### src/aemb_config.svh
`ifndef AEMB_CONFIG_SVH
`define AEMB_CONFIG_SVH

// Front end configuration

// First fetch address out of reset
`define AEMB_RESET_VECTOR 32'h0000_0000

// Interrupt handler entry point
// Only the low half is carried in the injected branch
`define AEMB_INT_VECTOR 32'h0000_0010

// Link register for the interrupt return address
`define AEMB_INT_RETREG 5'd14

// General purpose register count
// Register 0 included, always reads zero
`define AEMB_NUM_REGS 32

`endif

### src/aembPkg.sv
`default_nettype none

package aembPkg;

   // Instruction word, also the data path width
   typedef logic [31:0] insnWord_t;

   // Register file index
   typedef logic [4:0] regAddr_t;

   // Immediate half of a type B word
   typedef logic [15:0] imm16_t;

   // Opcodes the instruction buffer looks at
   // Everything else passes through as a plain 6-bit value
   typedef enum logic [5:0] {
      // Unconditional branch, register target
      BR   = 6'o46,
      // Conditional branch, register offset
      BCC  = 6'o47,
      // Upper half prefix for the next immediate
      IMM  = 6'o54,
      // Return from subroutine
      RTD  = 6'o55,
      // Unconditional branch, immediate target
      BRI  = 6'o56,
      // Conditional branch, immediate offset
      BCCI = 6'o57
   } aembOpcode_t;

endpackage

`default_nettype wire

### src/insnFetch.sv
`timescale 1ns/1ps
`default_nettype none

`include "aemb_config.svh"

module insnFetch import aembPkg::*; (
   input  wire             gclk,
   input  wire             grst,
   input  wire             dEn,
   input  wire             branchTaken,
   input  wire insnWord_t  branchTarget,
   // AXI4-Lite read address channel
   output insnWord_t       araddr,
   output logic            arvalid,
   output logic [2:0]      arprot,
   input  wire             arready,
   // AXI4-Lite read data channel
   input  wire insnWord_t  rdata,
   input  wire [1:0]       rresp,
   input  wire             rvalid,
   output logic            rready,
   // Held word towards the buffer
   output insnWord_t       insnData,
   output logic            insnValid
);

   // Next address to request
   insnWord_t pc;
   insnWord_t fetchPc;
   insnWord_t holdData;
   logic      holdValid;
   // Address accepted, data not yet returned
   logic      rdPending;
   // Response in flight belongs to the old path
   logic      discard;
   logic      arHs;
   logic      rHs;
   logic      launch;

   assign arHs = arvalid & arready;
   assign rHs  = rvalid & rready;

   // New request right after a response, or when nothing is in flight
   assign launch = rHs | (~arvalid & ~rdPending);

   // Redirect in the launch cycle goes straight to the target
   assign fetchPc = branchTaken ? branchTarget : pc;

   // Accept data only if the holding slot frees up
   // Stale responses are always drained
   assign rready = rdPending & (discard | ~holdValid | dEn);

   // Unprivileged, secure, instruction access
   assign arprot = 3'b100;

   assign insnData  = holdData;
   assign insnValid = holdValid;

   always_ff @(posedge gclk) begin
      if (grst) begin
         arvalid   <= 1'b0;
         rdPending <= 1'b0;
         discard   <= 1'b0;
         holdValid <= 1'b0;
         pc        <= `AEMB_RESET_VECTOR;
      end else begin
         // Valid stays up until the slave takes the address
         arvalid   <= launch | (arvalid & ~arready);
         rdPending <= arHs | (rdPending & ~rHs);

         // Mark anything outstanding at a redirect as stale
         discard <= (discard | (branchTaken & (arvalid | rdPending))) & ~rHs;

         // One word step per issued read
         if (launch) begin
            pc <= fetchPc + 32'd4;
         end else if (branchTaken) begin
            pc <= branchTarget;
         end

         // Redirect wins over both fill and release
         if (branchTaken) begin
            holdValid <= 1'b0;
         end else if (rHs & ~discard) begin
            holdValid <= 1'b1;
         end else if (dEn) begin
            holdValid <= 1'b0;
         end
      end
   end

   // Address and data registers
   always_ff @(posedge gclk) begin
      if (launch) begin
         araddr <= fetchPc;
      end
      if (rHs) begin
         holdData <= rdata;
      end
   end

   // Address must not move while the slave is still deciding
   assert property (@(posedge gclk) disable iff (grst)
      arvalid && !arready |=> arvalid && $stable(araddr));

   // Slave only answers a read we actually issued
   assert property (@(posedge gclk) disable iff (grst)
      rvalid |-> rdPending && !$isunknown(rresp));

endmodule

`default_nettype wire

### src/insnBuffer.sv
`timescale 1ns/1ps
`default_nettype none

`include "aemb_config.svh"

module insnBuffer import aembPkg::*; (
   input  wire             gclk,
   input  wire             grst,
   input  wire             dEn,
   input  wire             flush,
   input  wire             msrIe,
   input  wire             irq,
   input  wire insnWord_t  insnData,
   // Decoded word
   output logic            decValid,
   output aembOpcode_t     rOpc,
   output regAddr_t        rRd,
   output regAddr_t        rRa,
   output regAddr_t        rRb,
   output imm16_t          rImm,
   output logic [10:0]     rAlt,
   output insnWord_t       sImm,
   // Register addresses of the word about to be latched
   output regAddr_t        regfRa,
   output regAddr_t        regfRb,
   output regAddr_t        regfRd
);

   localparam insnWord_t intVector = `AEMB_INT_VECTOR;

   // BRALI: BRI with link and absolute bits set in the rA field
   localparam insnWord_t intInsn = {BRI, `AEMB_INT_RETREG, 5'h0c, intVector[15:0]};

   // Interrupt synchroniser and edge detect
   logic [1:0] intSync;
   logic       intShot;
   logic       intLatch;
   logic       isImm;
   logic       isRtd;
   logic       isBranch;
   logic       canInject;
   logic       intIssue;
   insnWord_t  nextWord;
   insnWord_t  nextSImm;

   assign intShot = intSync[0] & ~intSync[1];

   // Words that own the following slot
   assign isImm    = (rOpc == IMM);
   assign isRtd    = (rOpc == RTD);
   assign isBranch = rOpc inside {BR, BRI, BCC, BCCI};

   assign canInject = intLatch & ~isImm & ~isRtd & ~isBranch;
   assign intIssue  = dEn & ~flush & canInject;

   // Fetched word, or the interrupt branch in its place
   assign nextWord = canInject ? intInsn : insnData;

   // IMM prefix supplies the upper half
   assign nextSImm = isImm ? {rImm, nextWord[15:0]}
                           : {{16{nextWord[15]}}, nextWord[15:0]};

   assign regfRd = nextWord[25:21];
   assign regfRa = nextWord[20:16];
   assign regfRb = nextWord[15:11];

   // Type A view of the immediate field
   assign rRb  = rImm[15:11];
   assign rAlt = rImm[10:0];

   // Interrupt latch, runs through stalls
   always_ff @(posedge gclk) begin
      if (grst) begin
         intSync  <= 2'b00;
         intLatch <= 1'b0;
      end else begin
         if (msrIe) begin
            intSync <= {intSync[0], irq};
         end
         // Cleared by issue or by masking
         intLatch <= ((intLatch & ~intIssue) | intShot) & msrIe;
      end
   end

   always_ff @(posedge gclk) begin
      if (grst) begin
         decValid <= 1'b0;
         rOpc     <= aembOpcode_t'(6'o00);
      end else if (flush) begin
         decValid <= 1'b0;
      end else if (dEn) begin
         decValid <= 1'b1;
         rOpc     <= aembOpcode_t'(nextWord[31:26]);
      end
   end

   // Field registers
   always_ff @(posedge gclk) begin
      if (dEn && !flush) begin
         rRd  <= nextWord[25:21];
         rRa  <= nextWord[20:16];
         rImm <= nextWord[15:0];
         sImm <= nextSImm;
      end
   end

   // Prefix and its operand stay together
   assert property (@(posedge gclk) disable iff (grst)
      dEn && !flush && rOpc == IMM |=> {rOpc, rRd, rRa, rImm} == $past(insnData));

endmodule

`default_nettype wire

### src/regFile.sv
`timescale 1ns/1ps
`default_nettype none

`include "aemb_config.svh"

module regFile import aembPkg::*; (
   input  wire             gclk,
   input  wire             grst,
   input  wire             dEn,
   // Read addresses from the buffer
   input  wire regAddr_t   regfRa,
   input  wire regAddr_t   regfRb,
   input  wire regAddr_t   regfRd,
   // Write back port
   input  wire             wbEn,
   input  wire regAddr_t   wbAddr,
   input  wire insnWord_t  wbData,
   // Operands aligned with the decoded word
   output insnWord_t       opA,
   output insnWord_t       opB,
   output insnWord_t       opD
);

   insnWord_t regMem [`AEMB_NUM_REGS];

   // Register 0 hardwired, same edge write forwarded
   function automatic insnWord_t readPort(input regAddr_t addr);
      if (addr == '0) begin
         return '0;
      end
      if (wbEn && wbAddr == addr) begin
         return wbData;
      end
      return regMem[addr];
   endfunction

   // Write port, register 0 never stored
   always_ff @(posedge gclk) begin
      if (wbEn && wbAddr != '0) begin
         regMem[wbAddr] <= wbData;
      end
   end

   // Operand registers move with the buffer
   always_ff @(posedge gclk) begin
      if (grst) begin
         opA <= '0;
         opB <= '0;
         opD <= '0;
      end else if (dEn) begin
         opA <= readPort(regfRa);
         opB <= readPort(regfRb);
         opD <= readPort(regfRd);
      end
   end

endmodule

`default_nettype wire

### src/aembFrontEnd.sv
`timescale 1ns/1ps
`default_nettype none

module aembFrontEnd import aembPkg::*; (
   input  wire             gclk,
   input  wire             grst,
   // AXI4-Lite instruction read
   output insnWord_t       araddr,
   output logic            arvalid,
   output logic [2:0]      arprot,
   input  wire             arready,
   input  wire insnWord_t  rdata,
   input  wire [1:0]       rresp,
   input  wire             rvalid,
   output logic            rready,
   // Machine state and pipeline control
   input  wire             msrIe,
   input  wire             irq,
   input  wire             stall,
   input  wire             branchTaken,
   input  wire insnWord_t  branchTarget,
   // Register write back
   input  wire             wbEn,
   input  wire regAddr_t   wbAddr,
   input  wire insnWord_t  wbData,
   // Decoded word and operands
   output logic            decValid,
   output aembOpcode_t     rOpc,
   output regAddr_t        rRd,
   output regAddr_t        rRa,
   output regAddr_t        rRb,
   output imm16_t          rImm,
   output insnWord_t       sImm,
   output insnWord_t       opA,
   output insnWord_t       opB,
   output insnWord_t       opD
);

   insnWord_t insnData;
   logic      insnValid;
   // Advance enable for fetch, buffer and register file
   logic      dEn;
   regAddr_t  regfRa;
   regAddr_t  regfRb;
   regAddr_t  regfRd;

   // Move only with a word ready and no hold from downstream
   assign dEn = insnValid & ~stall;

   insnFetch uFetch (
      .gclk         (gclk),
      .grst         (grst),
      .dEn          (dEn),
      .branchTaken  (branchTaken),
      .branchTarget (branchTarget),
      .araddr       (araddr),
      .arvalid      (arvalid),
      .arprot       (arprot),
      .arready      (arready),
      .rdata        (rdata),
      .rresp        (rresp),
      .rvalid       (rvalid),
      .rready       (rready),
      .insnData     (insnData),
      .insnValid    (insnValid)
   );

   // Type A extended field not needed outside
   insnBuffer uBuffer (
      .gclk     (gclk),
      .grst     (grst),
      .dEn      (dEn),
      .flush    (branchTaken),
      .msrIe    (msrIe),
      .irq      (irq),
      .insnData (insnData),
      .decValid (decValid),
      .rOpc     (rOpc),
      .rRd      (rRd),
      .rRa      (rRa),
      .rRb      (rRb),
      .rImm     (rImm),
      .rAlt     (),
      .sImm     (sImm),
      .regfRa   (regfRa),
      .regfRb   (regfRb),
      .regfRd   (regfRd)
   );

   regFile uRegFile (
      .gclk   (gclk),
      .grst   (grst),
      .dEn    (dEn),
      .regfRa (regfRa),
      .regfRb (regfRb),
      .regfRd (regfRd),
      .wbEn   (wbEn),
      .wbAddr (wbAddr),
      .wbData (wbData),
      .opA    (opA),
      .opB    (opB),
      .opD    (opD)
   );

endmodule

`default_nettype wire

### config.mk
export PLATFORM = sky130hd
export DESIGN_NAME = aembFrontEnd
export DESIGN_NICKNAME = d
export VERILOG_FILES = /design/src/aembPkg.sv /design/src/insnFetch.sv /design/src/insnBuffer.sv /design/src/regFile.sv /design/src/aembFrontEnd.sv
export VERILOG_INCLUDE_DIRS = /design/src
export SDC_FILE = /design/constraint.sdc
export NUM_CORES = 2
export LEC_CHECK = 0
export BUFFER_PORTS_ARGS = -buffer_cell sky130_fd_sc_hd__buf_4
export CORE_MARGIN = 2
export CORE_UTILIZATION = 24
export CTS_CLUSTER_DIAMETER = 100
export DETAILED_ROUTE_END_ITERATION = 10
export GPL_TIMING_DRIVEN = 0
export PLACE_DENSITY = 0.42
export SETUP_SLACK_MARGIN = 0.15
export SYNTH_ARGS = -nofsm -noshare
export SYNTH_HDL_FRONTEND = slang
export SYNTH_SLANG_ARGS = --single-unit
### constraint.sdc
create_clock -name gclk -period 9 [get_ports gclk]
set_input_delay 0.9 -clock gclk [delete_from_list [all_inputs] [get_ports gclk]]
set_output_delay 0.9 -clock gclk [all_outputs]
set_load 0.005 [all_outputs]
* After elaboration in Yosys (flattened, before gate mapping)
Memories as Yosys holds them, arrays and structs flattened.
Cells that the tools add are included.
** Storage, ports and cells
- Memories kept :: 1
- RAM bits :: 1024
- Output and inout port bits :: 203
- Logic and storage cells :: 123
- Bits in registers :: 264
- Input bits :: 112
** Operators by class
- Bitwise gates (word level) :: 39
- Reduce and logical (&&, ||, !) cells :: 14
- Add/sub/neg operators :: 1
- Multiplexer cells :: 41
- Equality and inequality tests :: 9
** Memories
- uRegFile.regMem :: depth 32, width 32, read ports 3, clocked after memory_dff 0, wr ports 1, line regFile.sv:24 : insnWord_t regMem [`AEMB_NUM_REGS];
** Operator list (number)
- $mux W32 :: 16
- $eq A6 B6 Y1 const B :: 6
- $add A32 B3 Y32 const B :: 1
- $mux W1 :: 25
- $and A1 B1 Y1 :: 18
- $eq A5 B5 Y1 :: 3
- $logic_not A5 Y1 :: 3
- $not A1 Y1 :: 13
- $or A1 B1 Y1 :: 8
- $logic_and A1 B1 Y1 :: 5
- $reduce_bool A5 Y1 :: 1
- $reduce_bool A4 Y1 :: 1
- $reduce_and A2 Y1 :: 1
- $reduce_bool A2 Y1 :: 1
- $reduce_or A2 Y1 :: 1
- $logic_not A1 Y1 :: 1

* Depth between registers and ports, before layout
- Depth in word-level cells :: 15
- Mapped depth :: 13
- Mapped depth without buffers :: 8

* Modules after synthesis
A second synthesis with hierarchy kept.
** Second synthesis, totals
- Cells, all modules :: 3784
- Area total of the unflattened synthesis :: 66104.6 um^2
** By module, submodules not included
- regFile :: area an instance 59301.9 um^2, seq. area each 32671.3 um^2, cells an instance 3239, instances 1
- insnFetch :: area an instance 4340.4 um^2, seq. area each 2642.5 um^2, cells an instance 340, instances 1
- insnBuffer :: area an instance 2448.6 um^2, seq. area each 1461.4 um^2, cells an instance 204, instances 1
- aembFrontEnd :: area an instance 13.8 um^2, seq. area each 0.0 um^2, cells an instance 1, instances 1

* Least setup slack after synthesis
OpenSTA, ideal clock, no wires.
- Path kind :: input to register
- Start point :: input branchTaken
- End point :: register uFetch.pc[28]
- Slack :: 5.489 ns
- Data required time :: 8.929 ns
- Cell stages on the path :: 11
- Library setup time :: 0.071 ns
- Arrival :: 3.441 ns
- Buffers on the path :: 5
- Cells stage by stage :: buf_4 -> buf_4 -> buf_2 -> buf_2 -> buf_1 -> mux2_2 -> ha_1 -> nor4b_2 -> nand3_1 -> or3_1 -> a21oi_1
** Between the ends
- Word-level cells in the longest chain between the ends :: 3
** RTL lines
- start, declared :: line aembFrontEnd.sv:20 : input wire branchTaken,
- $mux W32 :: line insnFetch.sv:47 : assign fetchPc = branchTaken ? branchTarget : pc;
- named net uFetch.fetchPc[3] :: line insnFetch.sv:29 : insnWord_t fetchPc;
- $add A32 B3 Y32 :: line insnFetch.sv:76 : pc <= fetchPc + 32'd4;
- $mux W32 :: line insnFetch.sv:75 : if (launch) begin
- end signal, assigned :: line insnFetch.sv:65 : pc <= `AEMB_RESET_VECTOR;
- end signal, assigned :: line insnFetch.sv:76
- end signal, assigned :: line insnFetch.sv:78 : pc <= branchTarget;
- end, declared :: line insnFetch.sv:28 : insnWord_t pc;
The timed path passes the listed nets, and every way through them passes these cells.
A chain may end at the register's enable or synchronous reset.

* Final worst setup path
- Start point :: register uBuffer.rOpc[3]
- End point :: register uRegFile.opA[26]
** Between the ends
- Word-level cells in the longest chain between the ends :: 14
- Elaborated cells between the ends (all ways) :: 28
- Those cells by class :: 7 x eq/ne; 11 x mux; 6 x bitwise; 3 x reduce/logical; 1 x memory
** RTL lines
- start, declared :: line insnBuffer.sv:16 : output aembOpcode_t rOpc,
- start signal, assigned :: line insnBuffer.sv:88 : rOpc <= aembOpcode_t'(6'o00);
- start signal, assigned :: line insnBuffer.sv:93 : rOpc <= aembOpcode_t'(nextWord[31:26]);
- $eq A6 B6 Y1 :: line insnBuffer.sv:49 : assign isImm = (rOpc == IMM);
- $not A1 Y1 :: line insnBuffer.sv:53 : assign canInject = intLatch & ~isImm & ~isRtd & ~isBranch;
- $and A1 B1 Y1 (2 in a row) :: line insnBuffer.sv:53
- $and A1 B1 Y1 (*) :: line insnBuffer.sv:53
- $mux W32 (*) :: line insnBuffer.sv:57 : assign nextWord = canInject ? intInsn : insnData;
- $eq A5 B5 Y1 :: line regFile.sv:31 : if (wbEn && wbAddr == addr) begin
- $logic_and A1 B1 Y1 :: line regFile.sv:31
- $mux W1 (2 in a row) :: line regFile.sv:31
- $mux W1 :: line regFile.sv:50 : end else if (dEn) begin
- $mux W1 :: line regFile.sv:46 : if (grst) begin
- $mux W32 :: line regFile.sv:34 : return regMem[addr];
- $mux W32 (*) :: line regFile.sv:31
- end signal, assigned :: line regFile.sv:51 : opA <= readPort(regfRa);
- end, declared :: line regFile.sv:19 : output insnWord_t opA,
Mark *: on every way between the ends. The rest lies on a longest branch, timed or not. The select of a mux whose other input is x is not followed.

==> results_dict.tcl <==
set metrics [dict create \
    cts_setup_buffers 0 \
    relSlewSlack_pct -18.81 \
    nNetsFinal 7008 \
    seq_area_frac_synth_pct 52.66 \
    synth.top_cell.area_share_pct 48.59 \
    drcViolationCount 0 \
    antenna_found_initial 61 \
    run_status "finished, violations left" \
    routabilityCongestion 1.028 \
    grt_max_degree 50 \
    min_path_type "primary input to flip-flop" \
    start_kind "flip-flop" \
    cp-endpoint "uRegFile.opA[26]" \
    reg2reg_to "uRegFile.opA[26]" \
    fp-row-count 198 \
    synth_edf_count 1130 \
    layout-drive-gt1-share_pct 15.28 \
    avgViaCountPerCell 5.763 \
    whs_ns 0.2132 \
    gr-total-overflow 0 \
    synth_area_leaders "edfxtp_1, mux2i_1, dfxtp_1" \
    finClkSkew_ns 0.07168 \
    synth_top_cell_by_area "edfxtp_1" \
    initial_utilization_pct 24.05 \
    max_freq_ghz 0.1686 \
    final_common_cell "edfxtp_1" \
    fin_tns_setup_ns 0 \
    regToRegSetupSlack_ns 3.07 \
    cts_tree "yes" \
    die_w_um 543.4 \
    rr_worst_depth 9 \
    htree_levels 4 \
    hpwl_um 327200 \
    cts_buffers 159 \
    cp.arrival_ns 6.64 \
    wl_per_cell_um 38.29 \
    dr.first_iter.drc_count 9570 \
    ios 315 \
    coreArea_um2 290300 \
    drv_cap 29 \
    async_reset_ff_share_pct 0 \
    cp_data_required_time_ns 9.71 \
    endpoint_kind "flip-flop" \
    syn_area_um2 69840 \
    ys_ff_latch 1272 \
    cts_root_buf "clkbuf_16" \
    ys_types 89 \
    cts_resized 0 \
    ys_warn_count 0 \
    final_hold_viol_count 0 \
    cts.sinks 1272 \
    finalCritPeriodShare_pct 65.90 \
    grt_pass1_vias 59548 \
    period_minus_slack_ns 5.931 \
    vdd_ir_drop_max_uv 129.4 \
    worst_pin_slew_ns 1.763 \
    totalWireLength_um 421000 \
    rsz0062_at_grt "no" \
    synth_area_per_cell_um2 10.99 \
    startpoint "uBuffer.rOpc[3]" \
    power.leakage_uw 0.02831 \
    final_max_slew_viol_count 192 \
    layout_common_cells "edfxtp_1, nand2_1, mux2i_1" \
    drtPass1Iterations 6 \
    grt_use_total_pct 27.48 \
    vias 63378 \
    path_clk_slew_ns 0.06 \
    power.density_nw_per_um2 177.8 \
    finalSetupViolations 0 \
    drtAntennaViolNets 0 \
    fill_cells 30176 \
    grt_pass1_wl_um 546800 \
    hold_buffers 0 \
    critPathMaxFanout 12 \
    synth-main-ff-cell "edfxtp_1" \
    clock_latency_ns 0.89 \
    clk_path_buf_depth 4 \
    die-height_um 543.4 \
    area_delta_synth_final_pct 20.13 \
    violations "capacitance limit, slew limit" \
    portBuffers 305 \
    r2r-start "uBuffer.rOpc[3]" \
    dieArea_um2 295300 \
    netlist_instances 6352 \
    path_class "flip-flop to flip-flop" \
]
-- cell type report --
cell class | instances | area, µm² | share of cell area, %
Clock inverter | 75 | 944.7 | 1.126
Sequential cell | 1272 | 36780 | 43.83
Antenna cell | 83 | 207.7 | 0.2476
Buffer | 621 | 2676 | 3.190
Tap cell | 3900 | 4880 | 5.816
Timing Repair Buffer | 349 | 3110 | 3.707
Multi-Input combinational cell | 4418 | 30680 | 36.57
Clock buffer | 205 | 4345 | 5.179
Inverter | 74 | 279.0 | 0.3326
-- sequential cells by signal, summed over array words and instances, names as in the netlist, 2 cells and up --
register and cells:
uRegFile.opB 32, uBuffer.intSync 2, uFetch.insnData 32, uBuffer.rRa 5
uBuffer.sImm 32, uRegFile.regMem 1024, uRegFile.opD 32, uBuffer.rRd 5
uFetch.pc 32, uFetch.araddr 32, uRegFile.opA 32, uBuffer.rOpc 6
-- per-layer routing --
metal,part of all wire (%),up-vias,global-route usage [%]
met1,40,32465,35.97
met2,41,4199,39.75
li1,-,25849,-
met4,9.1,12,21.46
met3,9.0,853,5.162
met5,0.019,-,0
-- worst max-delay path: stages (launching register included) --
cell and delay (ns):
dfxtp_1 0.54, nor2_1 0.10, o21ai_1 0.69, buf_2 0.66
nand2_1 0.26, nor2_1 1.03, clkbuf_1 0.86, o21ai_0 0.87
and3_1 0.44, a311oi_1 0.30
-- report_power, final --
group | total (µW) | internal [µW] | switching [µW]
clock | 6790 | 4030 | 2760
sequential | 6610 | 6540 | 70.2
combinational | 1510 | 411 | 1100
-- through the flow --
stage,power (µW),cells,instance area (µm²),util [%],worst slack (ns)
floorplan,7377,6385,69960,-,5.489
global placement,8165,10590,77130,26.57,2.205
detailed placement,8190,10633,78360,26.99,3.362
CTS,14920,10913,83650,28.81,3.491
global route,15220,10968,83830,28.87,3.390
finish,14910,10997,83900,28.90,3.069
-- worst min path at each step --
stage / startpoint / endpoint / slack, ns / cells after the start
after floorplan: uBuffer.decValid / uBuffer.decValid / 0.45 / 2
after global placement: uBuffer.decValid / uBuffer.decValid / 0.45 / 2
after detailed placement: uBuffer.decValid / uBuffer.decValid / 0.47 / 2
after CTS: rdata[4] / uFetch.insnData[4] / 0.18 / 1
after global routing: rdata[0] / uFetch.insnData[0] / 0.20 / 1
final: rdata[4] / uFetch.insnData[4] / 0.21 / 1
-- cells by family after synthesis --
family	share of synthesized area (%)
AOI/OAI and AO/OA	20.73
xor gates and xnor gates	0.3386
adders and majority gates	0.01791
buffers and inverters	4.176
DFF	52.66
muxes	13.11
other	0.01075
and+or+nand+nor	8.961
-- synth_stat cells (31+ instances only) --
master / count
edfxtp_1: 1130
nand2_1: 717
mux2i_1: 623
a21oi_1: 525
clkbuf_1: 395
o21ai_0: 391
a211oi_1: 283
nor2_1: 220
nor2b_1: 169
dfxtp_1: 142
buf_2: 120
mux2_2: 119
a31oi_1: 102
a22oi_1: 95
a221oi_1: 94
nand3_1: 83
buf_1: 70
mux4_2: 70
inv_1: 67
a311oi_1: 62
a32oi_1: 61
nor3_1: 55
o221ai_1: 38
and3_1: 37
a21o_1: 35
o211ai_1: 35
nor4_1: 34
o21a_1: 34
o22ai_1: 34
a211o_1: 33
a22o_1: 33
a31o_2: 33
a21boi_0: 32
a2bb2oi_1: 32
a41oi_1: 31
o22a_1: 31
o2bb2ai_1: 31
(Power assumes the default switching activity.)
